$ cat config.mk
export PLATFORM = sky130hd
export DESIGN_NAME = csr_unit
export DESIGN_NICKNAME = d
export VERILOG_FILES = /design/src/hdl/csr_pkg.sv /design/src/hdl/csr_access.sv /design/src/hdl/csr_trap_arbiter.sv /design/src/hdl/csr_regfile.sv /design/src/hdl/csr_unit.sv
export VERILOG_INCLUDE_DIRS = /design/src /design/src/include
export SDC_FILE = /design/constraint.sdc
export NUM_CORES = 1
export LEC_CHECK = 0
export BUFFER_PORTS_ARGS = -buffer_cell sky130_fd_sc_hd__clkbuf_2
export CORE_MARGIN = 1.5
export CORE_UTILIZATION = 34
export DETAILED_ROUTE_END_ITERATION = 16
export PLACE_DENSITY_LB_ADDON = 0.12
export RECOVER_POWER = 25
export SETUP_SLACK_MARGIN = 0.2
export SYNTH_ARGS = -nofsm -noshare
export SYNTH_HDL_FRONTEND = slang
export SYNTH_SLANG_ARGS = --single-unit
$ cat constraint.sdc
create_clock -name clk -period 3.15 [get_ports clk]
set_input_delay 0.315 -clock clk [delete_from_list [all_inputs] [get_ports clk]]
set_output_delay 0.315 -clock clk [all_outputs]
set_load 0.02 [all_outputs]
$ cat src/include/csr_defs.svh
`ifndef CSR_DEFS_SVH
`define CSR_DEFS_SVH

// csr numbers as decoded from instr[23:10]
`define CSR_CRMD            14'd0
`define CSR_PRMD            14'd1
`define CSR_EUEN            14'd2
`define CSR_ECTL            14'd4
`define CSR_ESTAT           14'd5
`define CSR_ERA             14'd6
`define CSR_BADV            14'd7
`define CSR_EENTRY          14'd12
`define CSR_CPUID           14'd32
`define CSR_SAVE0           14'd48
`define CSR_SAVE1           14'd49
`define CSR_SAVE2           14'd50
`define CSR_SAVE3           14'd51

// slot of each kept csr in the register array
`define CSR_NREGS           13
`define IDX_CRMD            0
`define IDX_PRMD            1
`define IDX_EUEN            2
`define IDX_ECTL            3
`define IDX_ESTAT           4
`define IDX_ERA             5
`define IDX_BADV            6
`define IDX_EENTRY          7
`define IDX_CPUID           8
`define IDX_SAVE0           9
`define IDX_SAVE1           10
`define IDX_SAVE2           11
`define IDX_SAVE3           12

// software-writable bits
`define MASK_CRMD           32'h0000_01ff
`define MASK_PRMD           32'h0000_0007
`define MASK_EUEN           32'h0000_0001
`define MASK_ECTL           32'h0000_1bff
`define MASK_ESTAT_SW       32'h0000_0003
`define MASK_EENTRY         32'hffff_ffc0
`define MASK_FULL           32'hffff_ffff
`define MASK_NONE           32'h0000_0000

`define RST_CRMD            32'h0000_0008   // da set

`define ECODE_INT           6'd0
`define ECODE_PIL           6'd1
`define ECODE_PIS           6'd2
`define ECODE_PIF           6'd3
`define ECODE_PME           6'd4
`define ECODE_PPI           6'd7
`define ECODE_ADE           6'd8
`define ECODE_ALE           6'd9

`define CRMD_PLV            1:0
`define CRMD_IE             2
`define PRMD_PPLV           1:0
`define PRMD_PIE            2
`define ECTL_LIE            12:0
`define ESTAT_IS            12:0
`define ESTAT_HWI           9:2
`define ESTAT_ECODE         21:16
`define ESTAT_ESUBCODE      30:22

`endif

$ cat src/hdl/csr_pkg.sv
`default_nettype none

package csr_pkg;

    // low 26 bits of a csr instruction
    typedef struct packed {
        logic [1:0]  op_lo;         // opcode tail, not decoded here
        logic [13:0] csr_num;
        logic [4:0]  rj;
        logic [4:0]  rd;
    } csr_instr_t;

    // one pipeline lane's trap report
    typedef struct packed {
        logic        excp;
        logic        ertn;
        logic [5:0]  ecode;
        logic [8:0]  esubcode;
        logic [31:0] bad_va;
        logic [31:0] pc;
    } lane_event_t;

    typedef enum logic [1:0] {
        TRAP_NONE,
        TRAP_ENTER,
        TRAP_RETURN
    } trap_kind_t;

    // arbiter -> regfile
    typedef struct packed {
        trap_kind_t  kind;
        logic [31:0] era;
        logic [5:0]  ecode;
        logic [8:0]  esubcode;
        logic        badv_we;
        logic [31:0] badv;
    } trap_update_t;

    // regfile state the arbiter looks at
    typedef struct packed {
        logic        crmd_ie;
        logic [12:0] estat_is;
        logic [12:0] ectl_lie;
        logic [31:0] eentry;
        logic [31:0] era;
    } csr_view_t;

endpackage

`default_nettype wire

$ cat src/hdl/csr_access.sv
`timescale 1ns/1ps
`default_nettype none

`include "csr_defs.svh"

module csr_access (
    input  logic                        csr_we_i,
    input  csr_pkg::csr_instr_t         instr_i,
    input  logic [31:0]                 wr_data_i,
    input  logic [31:0]                 wr_mask_i,
    input  logic [1:0]                  redirect_i,
    input  logic [`CSR_NREGS-1:0][31:0] regs_i,
    output logic [`CSR_NREGS-1:0]       wsel_o,
    output logic [31:0]                 wdata_o,
    output logic [31:0]                 rd_data_o
);

    logic [`CSR_NREGS-1:0] hit;
    logic                  full_write;
    logic                  wr_allowed;

    // one-hot decode, unknown numbers hit nothing
    always_comb begin
        hit = '0;
        case (instr_i.csr_num)
            `CSR_CRMD: begin
                hit[`IDX_CRMD] = 1'b1;
            end
            `CSR_PRMD: begin
                hit[`IDX_PRMD] = 1'b1;
            end
            `CSR_EUEN: begin
                hit[`IDX_EUEN] = 1'b1;
            end
            `CSR_ECTL: begin
                hit[`IDX_ECTL] = 1'b1;
            end
            `CSR_ESTAT: begin
                hit[`IDX_ESTAT] = 1'b1;
            end
            `CSR_ERA: begin
                hit[`IDX_ERA] = 1'b1;
            end
            `CSR_BADV: begin
                hit[`IDX_BADV] = 1'b1;
            end
            `CSR_EENTRY: begin
                hit[`IDX_EENTRY] = 1'b1;
            end
            `CSR_CPUID: begin
                hit[`IDX_CPUID] = 1'b1;
            end
            `CSR_SAVE0: begin
                hit[`IDX_SAVE0] = 1'b1;
            end
            `CSR_SAVE1: begin
                hit[`IDX_SAVE1] = 1'b1;
            end
            `CSR_SAVE2: begin
                hit[`IDX_SAVE2] = 1'b1;
            end
            `CSR_SAVE3: begin
                hit[`IDX_SAVE3] = 1'b1;
            end
            default: begin
                hit = '0;
            end
        endcase
    end

    assign wr_allowed = csr_we_i & (redirect_i == 2'b00);  // trap wins over sw write
    assign wsel_o     = wr_allowed ? hit : '0;

    // csrwr (rj 0/1) writes plain, csrxchg masks by rj
    assign full_write = (instr_i.rj == 5'd0) || (instr_i.rj == 5'd1);
    assign wdata_o    = full_write ? wr_data_i : (wr_data_i & wr_mask_i);

    always_comb begin
        rd_data_o = '0;
        for (int i = 0; i < `CSR_NREGS; i++) begin
            rd_data_o = rd_data_o | (regs_i[i] & {32{hit[i]}});
        end
    end

endmodule

`default_nettype wire

$ cat src/hdl/csr_trap_arbiter.sv
`timescale 1ns/1ps
`default_nettype none

`include "csr_defs.svh"

module csr_trap_arbiter (
    input  csr_pkg::csr_view_t         view_i,
    input  csr_pkg::lane_event_t [1:0] lane_i,
    output csr_pkg::trap_update_t      trap_o,
    output logic [1:0]                 redirect_o,
    output logic [31:0]                redirect_addr_o
);
    import csr_pkg::*;

    logic irq_pending;

    // codes that carry a faulting virtual address
    function automatic logic addr_fault(input logic [5:0] ecode);
        logic hit;
        hit = (ecode == `ECODE_PIL) || (ecode == `ECODE_PIS) ||
              (ecode == `ECODE_PIF) || (ecode == `ECODE_PME) ||
              (ecode == `ECODE_PPI) || (ecode == `ECODE_ADE) ||
              (ecode == `ECODE_ALE);
        return hit;
    endfunction

    function automatic trap_update_t enter_from(input lane_event_t ev);
        trap_update_t t;
        t.kind     = TRAP_ENTER;
        t.era      = ev.pc;
        t.ecode    = ev.ecode;
        t.esubcode = ev.esubcode;
        t.badv_we  = addr_fault(ev.ecode);
        t.badv     = ev.bad_va;
        return t;
    endfunction

    assign irq_pending = view_i.crmd_ie & (|(view_i.estat_is & view_i.ectl_lie));

    always_comb begin
        trap_o          = '0;
        trap_o.kind     = TRAP_NONE;
        redirect_o      = 2'b00;
        redirect_addr_o = view_i.eentry;     // don't care while idle

        if (irq_pending) begin
            trap_o          = '0;
            trap_o.kind     = TRAP_ENTER;
            trap_o.era      = lane_i[1].pc;  // resume at the older slot
            trap_o.ecode    = `ECODE_INT;
            redirect_o      = 2'b11;
            redirect_addr_o = view_i.eentry;
        end else if (lane_i[1].excp) begin
            trap_o          = enter_from(lane_i[1]);
            redirect_o      = 2'b11;
            redirect_addr_o = view_i.eentry;
        end else if (lane_i[1].ertn) begin
            trap_o.kind     = TRAP_RETURN;
            redirect_o      = 2'b11;
            redirect_addr_o = view_i.era;
        end else if (lane_i[0].excp) begin
            trap_o          = enter_from(lane_i[0]);
            redirect_o      = 2'b01;
            redirect_addr_o = view_i.eentry;
        end else if (lane_i[0].ertn) begin
            trap_o.kind     = TRAP_RETURN;
            redirect_o      = 2'b01;
            redirect_addr_o = view_i.era;
        end
    end

endmodule

`default_nettype wire

$ cat src/hdl/csr_regfile.sv
`timescale 1ns/1ps
`default_nettype none

`include "csr_defs.svh"

module csr_regfile (
    input  wire                         clk,
    input  wire                         rst_n,
    input  logic [`CSR_NREGS-1:0]       wsel_i,
    input  logic [31:0]                 wdata_i,
    input  csr_pkg::trap_update_t       trap_i,
    input  logic [7:0]                  interrupt_i,
    output logic [`CSR_NREGS-1:0][31:0] regs_o,
    output csr_pkg::csr_view_t          view_o
);
    import csr_pkg::*;

    logic [`CSR_NREGS-1:0][31:0] csr_q;
    logic [`CSR_NREGS-1:0][31:0] csr_d;

    function automatic logic [31:0] wmask(input int unsigned idx);
        logic [31:0] m;
        case (idx)
            `IDX_CRMD: begin
                m = `MASK_CRMD;
            end
            `IDX_PRMD: begin
                m = `MASK_PRMD;
            end
            `IDX_EUEN: begin
                m = `MASK_EUEN;
            end
            `IDX_ECTL: begin
                m = `MASK_ECTL;
            end
            `IDX_ESTAT: begin
                m = `MASK_ESTAT_SW;             // swi only, rest is hw owned
            end
            `IDX_EENTRY: begin
                m = `MASK_EENTRY;
            end
            `IDX_ERA, `IDX_BADV, `IDX_SAVE0, `IDX_SAVE1, `IDX_SAVE2, `IDX_SAVE3: begin
                m = `MASK_FULL;
            end
            `IDX_CPUID: begin
                m = `MASK_NONE;
            end
            default: begin
                m = `MASK_NONE;
            end
        endcase
        return m;
    endfunction

    always_comb begin
        csr_d = csr_q;

        for (int unsigned i = 0; i < `CSR_NREGS; i++) begin
            if (wsel_i[i]) begin
                csr_d[i] = (wdata_i & wmask(i)) | (csr_q[i] & ~wmask(i));
            end
        end

        csr_d[`IDX_ESTAT][`ESTAT_HWI] = interrupt_i;  // lines sampled every cycle

        case (trap_i.kind)
            TRAP_ENTER: begin
                csr_d[`IDX_ERA]                    = trap_i.era;
                csr_d[`IDX_ESTAT][`ESTAT_ECODE]    = trap_i.ecode;
                csr_d[`IDX_ESTAT][`ESTAT_ESUBCODE] = trap_i.esubcode;
                csr_d[`IDX_PRMD][`PRMD_PPLV]       = csr_q[`IDX_CRMD][`CRMD_PLV];
                csr_d[`IDX_PRMD][`PRMD_PIE]        = csr_q[`IDX_CRMD][`CRMD_IE];
                csr_d[`IDX_CRMD][`CRMD_PLV]        = 2'b00;  // kernel, irqs off
                csr_d[`IDX_CRMD][`CRMD_IE]         = 1'b0;
                if (trap_i.badv_we) begin
                    csr_d[`IDX_BADV] = trap_i.badv;
                end
            end
            TRAP_RETURN: begin
                csr_d[`IDX_CRMD][`CRMD_PLV] = csr_q[`IDX_PRMD][`PRMD_PPLV];
                csr_d[`IDX_CRMD][`CRMD_IE]  = csr_q[`IDX_PRMD][`PRMD_PIE];
            end
            default: begin
                csr_d = csr_d;
            end
        endcase
    end

    always_ff @(posedge clk) begin
        if (!rst_n) begin
            csr_q            <= '0;
            csr_q[`IDX_CRMD] <= `RST_CRMD;
        end else begin
            csr_q <= csr_d;
        end
    end

    assign regs_o = csr_q;

    assign view_o.crmd_ie  = csr_q[`IDX_CRMD][`CRMD_IE];
    assign view_o.estat_is = csr_q[`IDX_ESTAT][`ESTAT_IS];
    assign view_o.ectl_lie = csr_q[`IDX_ECTL][`ECTL_LIE];
    assign view_o.eentry   = csr_q[`IDX_EENTRY];
    assign view_o.era      = csr_q[`IDX_ERA];

endmodule

`default_nettype wire

$ cat src/hdl/csr_unit.sv
`timescale 1ns/1ps
`default_nettype none

`include "csr_defs.svh"

module csr_unit (
    input  wire                        clk,
    input  wire                        rst_n,
    input  logic                       csr_we_i,
    input  csr_pkg::csr_instr_t        instr_i,
    input  logic [31:0]                wr_data_i,
    input  logic [31:0]                wr_mask_i,
    input  logic [7:0]                 interrupt_i,
    input  csr_pkg::lane_event_t [1:0] lane_i,        // lane 1 wins
    output logic [31:0]                rd_data_o,
    output logic [1:0]                 redirect_o,
    output logic [31:0]                redirect_addr_o
);
    import csr_pkg::*;

    logic [`CSR_NREGS-1:0][31:0] regs;
    logic [`CSR_NREGS-1:0]       wsel;
    logic [31:0]                 wdata;
    trap_update_t                trap;
    csr_view_t                   view;

    csr_access u_access (
        .csr_we_i   (csr_we_i),
        .instr_i    (instr_i),
        .wr_data_i  (wr_data_i),
        .wr_mask_i  (wr_mask_i),
        .redirect_i (redirect_o),
        .regs_i     (regs),
        .wsel_o     (wsel),
        .wdata_o    (wdata),
        .rd_data_o  (rd_data_o)
    );

    csr_trap_arbiter u_trap_arbiter (
        .view_i          (view),
        .lane_i          (lane_i),
        .trap_o          (trap),
        .redirect_o      (redirect_o),
        .redirect_addr_o (redirect_addr_o)
    );

    csr_regfile u_regfile (
        .clk         (clk),
        .rst_n       (rst_n),
        .wsel_i      (wsel),
        .wdata_i     (wdata),
        .trap_i      (trap),
        .interrupt_i (interrupt_i),
        .regs_o      (regs),
        .view_o      (view)
    );

endmodule

`default_nettype wire

## After elaboration in Yosys (flattened, before gate mapping)

Index checks and enable logic that the tools add are counted.

| storage, ports and cells | value |
|---|---|
| logic and storage cells | 203 |
| output and inout port bits | 66 |
| bits in registers | 416 |
| input port bits | 263 |

| cells by class | value |
|---|---|
| reductions and logical operators | 21 |
| bitwise gates (word level) | 81 |
| mux-type cells | 55 |
| equality and inequality tests | 29 |

Operators by type and width:

| operator | count |
|---|---|
| $and 32x32->32 | 40 |
| $or 32x32->32 | 25 |
| $mux 32 | 22 |
| $not 32->32 | 13 |
| $mux 82 | 2 |
| $mux 80 | 2 |
| $eq 14x6->1 const B | 5 |
| $mux 64 | 1 |
| $eq 14x3->1 const B | 4 |
| $mux 31 | 1 |
| $eq 6x2->1 const B | 4 |
| $eq 6x3->1 const B | 4 |
| $eq 6x4->1 const B | 4 |
| $mux 15 | 1 |
| $eq 14x1->1 const B | 1 |
| $eq 14x2->1 const B | 1 |
| $eq 14x4->1 const B | 1 |
| $logic_not 14->1 | 1 |
| $mux 1 | 14 |
| $mux 2 | 7 |
| $and 13x13->13 | 1 |
| $logic_or 1x1->1 | 13 |
| $mux 13 | 1 |
| $reduce_or 13->1 | 1 |
| 11 further kinds | 17 |

## Longest topological paths before layout

Gate-level depths: netlist of run 1.

| logic depth | value |
|---|---|
| word-level depth | 15 |
| depth in mapped cells | 15 |
| depth with buffers taken out | 11 |

## By module

From an unflattened synthesis of run 1, not the netlist that was laid out.

| second synthesis, totals | value |
|---|---|
| cells, all modules | 2181 |
| area, all modules | 18408.9 sq um |

Modules (own cells, without submodules):

| module | area each (sq um) | cells an instance | instances | seq. area each (sq um) |
|---|---|---|---|---|
| csr_regfile | 12160.4 | 1214 | 1 | 5365.1 |
| csr_access | 4164.0 | 589 | 1 | 0.0 |
| csr_trap_arbiter | 2084.5 | 378 | 1 | 0.0 |

## Worst setup path after synthesis of run 1

No wires, ideal clock.

| timing | value |
|---|---|
| path kind | reg2reg |
| start | reg u_regfile.csr_q, in the netlist u_regfile.regs_o[97] |
| end | reg u_regfile.csr_q, in the netlist u_regfile.regs_o[192] |
| clock period less this slack | 3129 ps |
| data required time | 3017 ps |
| stages on the path, launching flop included | 16 |
| buffers on the path | 4 |
| path slack | 21 ps |
| arrival | 2995 ps |
| library setup time | 133 ps |
| path through | dfxtp_1 a22oi_1 nand3_1 o31a_1 clkbuf_1 nor2_2 buf_2 inv_1 ha_1 nor4bb_1 and3_1 a22oi_1 or2_1 clkbuf_1 buf_2 a311oi_1 |

| between the ends | value |
|---|---|
| cells in the longest elaborated chain, start to end | 10 |
| elaborated cells on any way between the ends | 12 |
| classes of those cells | 1 x eq/ne; 6 x mux; 3 x bitwise; 2 x reduce/logical |

RTL lines:

| element | RTL line | source |
|---|---|---|
| start, declared | csr_regfile.sv:18 | `` logic [`CSR_NREGS-1:0][31:0] csr_q; `` |
| start signal, assigned by index | csr_regfile.sv:92 | `` csr_q[`IDX_CRMD] <= `RST_CRMD; `` |
| start signal, assigned | csr_regfile.sv:94 | `csr_q <= csr_d;` |
| $and 13x13->13 * | csr_trap_arbiter.sv:38 | `assign irq_pending = view_i.crmd_ie & (\|(view_i.estat_is & view_i.ectl_lie));` |
| $reduce_or 13->1 * | csr_trap_arbiter.sv:38 |  |
| $and 1x1->1 * | csr_trap_arbiter.sv:38 |  |
| $mux 2 | csr_trap_arbiter.sv:46 | `if (irq_pending) begin` |
| $logic_not 2->1 | csr_access.sv:71 | `assign wr_allowed = csr_we_i & (redirect_i == 2'b00);` |
| $and 1x1->1 | csr_access.sv:71 |  |
| $mux 13 | csr_access.sv:72 | `assign wsel_o = wr_allowed ? hit : '0;` |
| $mux 32 | csr_regfile.sv:59 | `if (wsel_i[i]) begin` |
| $mux 32 | csr_regfile.sv:75 | `if (trap_i.badv_we) begin` |
| $mux 64 * | csr_regfile.sv:66 | `case (trap_i.kind)` |

Mark *: on every way between the ends. The rest lies on a longest branch, timed or not.
A chain may end at the register's enable or synchronous reset.

## Worst setup path in the final report of run 1

| timing | value |
|---|---|
| start | reg u_regfile.csr_q, in the netlist u_regfile.regs_o[129] |
| end | out redirect_addr_o[7] |

| between the ends | value |
|---|---|
| cells in the longest elaborated chain, start to end | 4 |

RTL lines:

| element | RTL line | source |
|---|---|---|
| $and 13x13->13 | csr_trap_arbiter.sv:38 |  |
| $reduce_or 13->1 | csr_trap_arbiter.sv:38 |  |
| $and 1x1->1 | csr_trap_arbiter.sv:38 |  |
| $mux 32 | csr_trap_arbiter.sv:46 |  |
| end, declared | csr_unit.sv:17 | `output logic [31:0] redirect_addr_o` |

No other way between the ends.

==> results of run 1 <==
-- worst register-to-register path, cell delays in order (launching register included) --
cell	delay [ns]
dfxtp_1	0.33
a22oi_1	0.19
nand3_1	0.23
clkbuf_1	0.25
o31ai_1	0.70
buf_12	0.46
buf_4	0.40
nand3_1	0.09
a21oi_1	0.15
-- synth_stat cells, types with 6 or more instances --
cell type,count
dfxtp_1,268
nand3_1,227
o21ai_0,221
a21oi_1,192
clkbuf_1,143
a22oi_1,62
nand2_1,59
a22o_1,49
buf_2,49
nor2_1,41
nor3_1,35
o21a_1,35
a211oi_1,34
a221oi_1,34
a311oi_1,32
o41ai_1,32
a222oi_1,31
mux2_2,29
nand4_1,26
and2_1,20
nand3_2,11
buf_6,9
mux2i_1,9
buf_4,8
a31oi_1,6
-- area by class of cell --
class	count	area [um^2]	area share
Clock buffer	48	1030	0.0582
Sequential cell	268	5370	0.304
Antenna cell	1	2.50	0.000142
Timing Repair Buffer	428	2630	0.149
Clock inverter	10	128	0.00723
Inverter	7	31.3	0.00177
Multi-Input combinational cell	1251	7800	0.442
Tap cell	532	666	0.0377
-- logic make-up (layout without fill, tap and decap cells) --
family | after synthesis | after routing
xor gates and xnor gates | 2 | 2
other | 0 | 1
buffers and inverters | 224 | 493
adders and majority gates | 2 | 2
muxes | 38 | 38
AOI/OAI and AO/OA | 744 | 744
and+or+nand+nor | 465 | 465
DFF | 268 | 268
-- power by group through the flow --
stage                     clock network (W)  registers (W)  logic [W]
after floorplan                           0        0.00357   0.000530
after global placement                    0        0.00360   0.000978
after detailed placement                  0        0.00360   0.000987
after CTS                           0.00410        0.00353    0.00100
after global routing                0.00423        0.00353    0.00108
final                               0.00406        0.00353    0.00101
-- worst max path at each step --
stage / startpoint / endpoint / slack, ns / cells after the start
final: u_regfile.regs_o[129] / redirect_addr_o[7] / 0.19 / 7
after global routing: u_regfile.regs_o[129] / redirect_addr_o[7] / 0.10 / 7
after CTS: u_regfile.regs_o[104] / redirect_addr_o[7] / 0.18 / 7
after detailed placement: u_regfile.regs_o[132] / u_regfile.regs_o[184] / 0.17 / 9
after global placement: u_regfile.regs_o[132] / u_regfile.regs_o[183] / 0.20 / 9
after floorplan: u_regfile.regs_o[96] / u_regfile.regs_o[192] / 0.21 / 14
-- routing by layer --
metal	vias to the layer above	part of all wire	track usage	routed length, um
met4	0	0.038	0.105	2380
met1	7651	0.41	0.377	25700
met2	772	0.48	0.468	30300
met3	128	0.075	0.0350	4740
met5	-	0	0	0
li1	7188	-	-	-
-- metrics by stage --
stage	worst slack, ns	total power [W]	hold WS, ns	instances	util
detailed placement	0.167	0.00459	0.452	2477	0.401
global route	0.104	0.00884	0.0268	2544	0.431
finish	0.188	0.00860	0.0150	2545	0.431
CTS	0.175	0.00863	0.00460	2537	0.430
global placement	0.205	0.00458	0.447	2477	0.401
floorplan	0.212	0.00410	0.437	1743	-
-- timing repair --
item	4_1_cts	5_1_grt
pin swaps	1	12
resized for setup	8	9
setup buffers	0	7
endpoints found under the hold margin	2	0
hold buffers	2	0
endpoints found under the setup margin	53	77
==> run_results.csv, run 1 <==
group,metric,value,unit
run,maxCapViolCount,1,
layout,largest_register_ffs,268,
floorplan,start_util,0.345,
layout,finish.instance_area,0.0176,mm^2
synthesis,ys_seq_area_frac,0.380,
sta,final.min_clock_period,2.96,ns
layout,layout_common_cells,"clkbuf_2, dfxtp_1, nand3_1, o21ai_0, a21oi_1",
detailed_routing,wirelength,63200,um
floorplan,coreArea,0.0409,mm^2
setup_path,cp_max_fo,33,
clock_tree,cts_buffer_depth,3,
synthesis,synth_cell_types,61,
pwr,cellLeakagePower,6.35,nW
worst_hold_path,whs_endpoint,"u_regfile.regs_o[135]",
pwr,combPwrFrac,0.117,
setup_path,slowest_stage,"mux2_2",
setup_path,reg2reg_to,"u_regfile.regs_o[376]",
sta,fmax,338,MHz
setup_path,r2r-start,"u_regfile.regs_o[129]",
setup_path,crit_family,"compound AO/OA/AOI/OAI gates",
layout,nFillCells,4125,
clock_tree,cts-htree-levels,2,
pwr,cellPowerDensity,487,mW/mm^2
grt,grt_max_degree,114,
layout,nets,2255,
synthesis,synth_area,0.0141,mm^2
sta,fin_crit_sh,0.940,
synthesis,async_reset_ff_frac,0,
detailed_routing,dr.pass1.iters,6,
floorplan,dieArea,0.0428,mm^2
synthesis,yosysWarnings,0,
grt,grt_pass1_wl,91800,um
pwr,ir_worst_vdd,0.283,mV
pwr,p_sw_frac,0.261,
clock_tree,clk_latency,0.52,ns
sta,hold_viol,0,
setup_path,critPathBufInv,2,
detailed_routing,antenna_left,0,
sta,setup_viol,0,
synthesis,syn_inst,1743,
synthesis,synth-seq-cells,268,
floorplan,io_pins,329,
synthesis,synthAdderAreaFrac,0.00177,
detailed_routing,post_drt_wl_per_cell,24.8,um
synthesis,synth_compound_area_frac,0.342,
clock_tree,cts-root-buf,"clkbuf_16",
place,placed_cell_area,0.0164,mm^2
layout,area_delta_synth_final,24.9,%
detailed_routing,viasPerCell,6.18,
worst_hold_path,hp-class,"input pin to flop",
setup_path,worstPathRequired,2.83,ns
floorplan,die_w,207,um
synthesis,muxShareOfSynthArea,0.0295,
place,place.gp.congestion,0.887,
sta,clock_skew,0.0106,ns
pwr,p_seq_frac,0.411,
setup_path,cp_cell_sequence,"a22oi_1 -> nand3_1 -> o31a_4 -> nor2_4 -> buf_12 -> mux2_2 -> clkbuf_2",
setup_path,critPathLaunchType,"flop",
worst_hold_path,whs_path_depth,2,
layout,drive_above_1_share,0.272,
setup_path,reg2reg_slack,0.27,ns
pwr,p_switching,0.00224,W
synthesis,synth_top_cell_area_share,0.380,
grt,grt_overflow_total,0,
synthesis,synth_top_family_by_area,"compound AO/OA/AOI/OAI gates",
layout,final_common_cell,"clkbuf_2",
detailed_routing,num_vias,15700,
pwr,p_clk_frac,0.472,
grt,grt.total_usage,0.283,
setup_path,critical_path.max_stage_delay,0.41,ns
grt,antenna_found_initial,0,
clock_tree,cts_tree,"yes",
floorplan,rows,74,
floorplan,dieHeight,207,um
setup_path,crit_type,"flop to output port",
synthesis,synth_edf_count,0,
synthesis,synth_simple_gate_area_share,0.173,
place,place_hpwl,43300,um
synthesis,synthXorXnorAreaFrac,0.00124,
setup_path,endpoint_kind,"output port",
sta,relSlewSlack,-0.0672,
synthesis,synth_ff_type,"dfxtp_1",
grt,grt_pass1_vias,14300,
detailed_routing,drc,0,
sta,rsz0062_at_grt,"yes",
clock_tree,cts.reportedPaths.clkPinSlew,0.06,ns
clock_tree,clock_sinks,268,
synthesis,yosysTopAreaCell,"dfxtp_1",
setup_path,rr_worst_depth,8,
setup_path,arrival,2.65,ns
sta,tightest_slew,1.60,ns
sta,maxSlewViolCount,28,
synthesis,synth.avg_cell_area,8.11,um^2
clock_tree,numCtsBuffers,34,
sta,setup_tns,0,ns
synthesis,syn_nets,2008,
place,io_buffers,320,
worst_hold_path,worstHoldStart,"interrupt_i[5]",
synthesis,synth_area_leaders,"dfxtp_1, nand3_1, o21ai_0, a21oi_1, clkbuf_1",
pwr,power.internal,0.00635,W
detailed_routing,drtIter0Drc,1608,
outcome,status,"finished with violations",
outcome,violations,"max-capacitance violations, max-slew violations",
(Power assumes the default switching activity.)
==> inputs of run 2 (changes only) <==
--- a/constraint.sdc
+++ b/constraint.sdc
@@ -3,2 +3,2 @@
 set_output_delay 0.315 -clock clk [all_outputs]
-set_load 0.02 [all_outputs]
+set_load 0.05 [all_outputs]
==> run_results.csv, run 2 (synthesis results as in run 1) <==
group,metric,value,unit
detailed_routing,num_vias,15700,
layout,antenna_cells,0,
grt,grt_pass1_wl,91500,um
floorplan,dieArea,0.0428,mm^2
place,place_hpwl,42600,um
clock_tree,clk_latency,0.56,ns
setup_path,endpoint_kind,"flop",
setup_path,worstPathRequired,3.62,ns
setup_path,crit_family,"buffers and inverters",
setup_path,crit_type,"input pin to flop",
setup_path,cp_cell_sequence,"clkbuf_1 -> clkbuf_1 -> o41ai_1 -> buf_4 -> a211oi_1",
floorplan,rows,74,
setup_path,crit_top_cell,"clkbuf_1",
clock_tree,cts-root-buf,"clkbuf_16",
setup_path,critical_path.max_stage_delay,2.05,ns
layout,largest_register_ffs,268,
sta,maxSlewViolCount,48,
pwr,cellPowerDensity,438,mW/mm^2
grt,grt_max_degree,83,
floorplan,io_pins,329,
detailed_routing,antenna_left,0,
worst_hold_path,hp-class,"input pin to flop",
run,maxCapViolCount,1,
sta,fin_crit_sh,0.966,
layout,area_delta_synth_final,31.1,%
layout,postLayoutCoreUtil,0.452,
place,place.gp.congestion,0.871,
sta,final.min_clock_period,3.04,ns
grt,grt.total_usage,0.281,
detailed_routing,viasPerCell,6.19,
outcome,violations,"max-capacitance violations, max-slew violations",
setup_path,critPathBufInv,3,
sta,whs,0.0248,ns
detailed_routing,drc,0,
sta,rsz0062_at_grt,"yes",
floorplan,start_util,0.345,
setup_path,slowest_stage,"clkbuf_1",
floorplan,die_w,207,um
sta,setup_tns,0,ns
clock_tree,cts_buffer_depth,3,
sta,setup_viol,0,
clock_tree,cts_tree,"yes",
grt,grt_pass1_vias,14500,
setup_path,critPathLaunchType,"input pin",
clock_tree,clock_sinks,268,
grt,grt_overflow_total,0,
setup_path,arrival,3.51,ns
layout,final_common_cell,"dfxtp_1",
setup_path,reg2reg_slack,0.18,ns
pwr,ir_worst_vdd,0.384,mV
detailed_routing,wirelength,62700,um
place,io_buffers,320,
sta,clock_skew,0.0117,ns
sta,hold_viol,0,
floorplan,coreArea,0.0409,mm^2
layout,layout_common_cells,"dfxtp_1, clkbuf_2, nand3_1, o21ai_0, a21oi_1",
sta,tightest_slew,2.88,ns
grt,antenna_found_initial,2,
clock_tree,numCtsBuffers,30,
detailed_routing,post_drt_wl_per_cell,24.7,um
sta,relSlewSlack,-0.918,
sta,fmax,329,MHz
outcome,status,"finished with violations",
floorplan,dieHeight,207,um
detailed_routing,drtIter0Drc,1662,
clock_tree,cts-htree-levels,1,
setup_path,cp_max_fo,47,
pwr,cellLeakagePower,6.56,nW
layout,nets,2255,
layout,drive_above_1_share,0.274,
detailed_routing,dr.pass1.iters,6,
clock_tree,cts.reportedPaths.clkPinSlew,0.06,ns
==> run 2: worst paths after layout <==
path	depth (start not counted)	to	startpoint
worst max-delay path	5	u_regfile.regs_o[165]	rst_n
worst min register to register	2	u_regfile.regs_o[158]	u_regfile.regs_o[158]
worst max register to register	14	u_regfile.regs_o[196]	u_regfile.regs_o[128]
worst min-delay path	2	u_regfile.regs_o[134]	interrupt_i[4]
==> run 2: what timing repair did <==
action                                  4_1_cts  5_1_grt
gates cloned                                  2        3
hold endpoints to repair                      2        0
setup buffers                                 4        5
hold buffers                                  2        0
endpoints found under the setup margin       57       69
resized for setup                            55       59
pin swaps                                     4       29
==> run 2: power breakdown <==
part           internal, W  total, W  switching [W]
sequential         0.00346   0.00353      0.0000651
clock              0.00194   0.00340        0.00146
combinational     0.000464   0.00118       0.000718
==> run 2: layer usage <==
layer,global-route usage,part of all wire,wire length (um),vias to the layer above
met5,0,0,0,-
met4,0.109,0.036,2290,0
met3,0.0367,0.074,4620,106
met2,0.463,0.48,30200,723
met1,0.372,0.41,25700,7700
li1,-,-,-,7184
==> run 2: cell type report <==
cell class	count	area (um^2)
Inverter	7	31.3
Clock inverter	5	31.3
Timing Repair Buffer	432	3600
Sequential cell	268	5370
Fill cell	4106	22400
Multi-Input combinational cell	1251	7920
Clock buffer	45	898
Tap cell	532	666
==> run 2: metrics by stage <==
step | area (um^2) | instances | setup slack, ns | power [W]
5_1_grt | 18500 | 2540 | 0.0636 | 0.00837
2_1_floorplan | 14200 | 1743 | 0.212 | 0.00416
4_1_cts | 18300 | 2532 | 0.168 | 0.00809
6_report | 18500 | 2540 | 0.106 | 0.00811
3_5_place_dp | 17000 | 2474 | 0.158 | 0.00466
3_3_place_gp | 17000 | 2474 | 0.181 | 0.00466
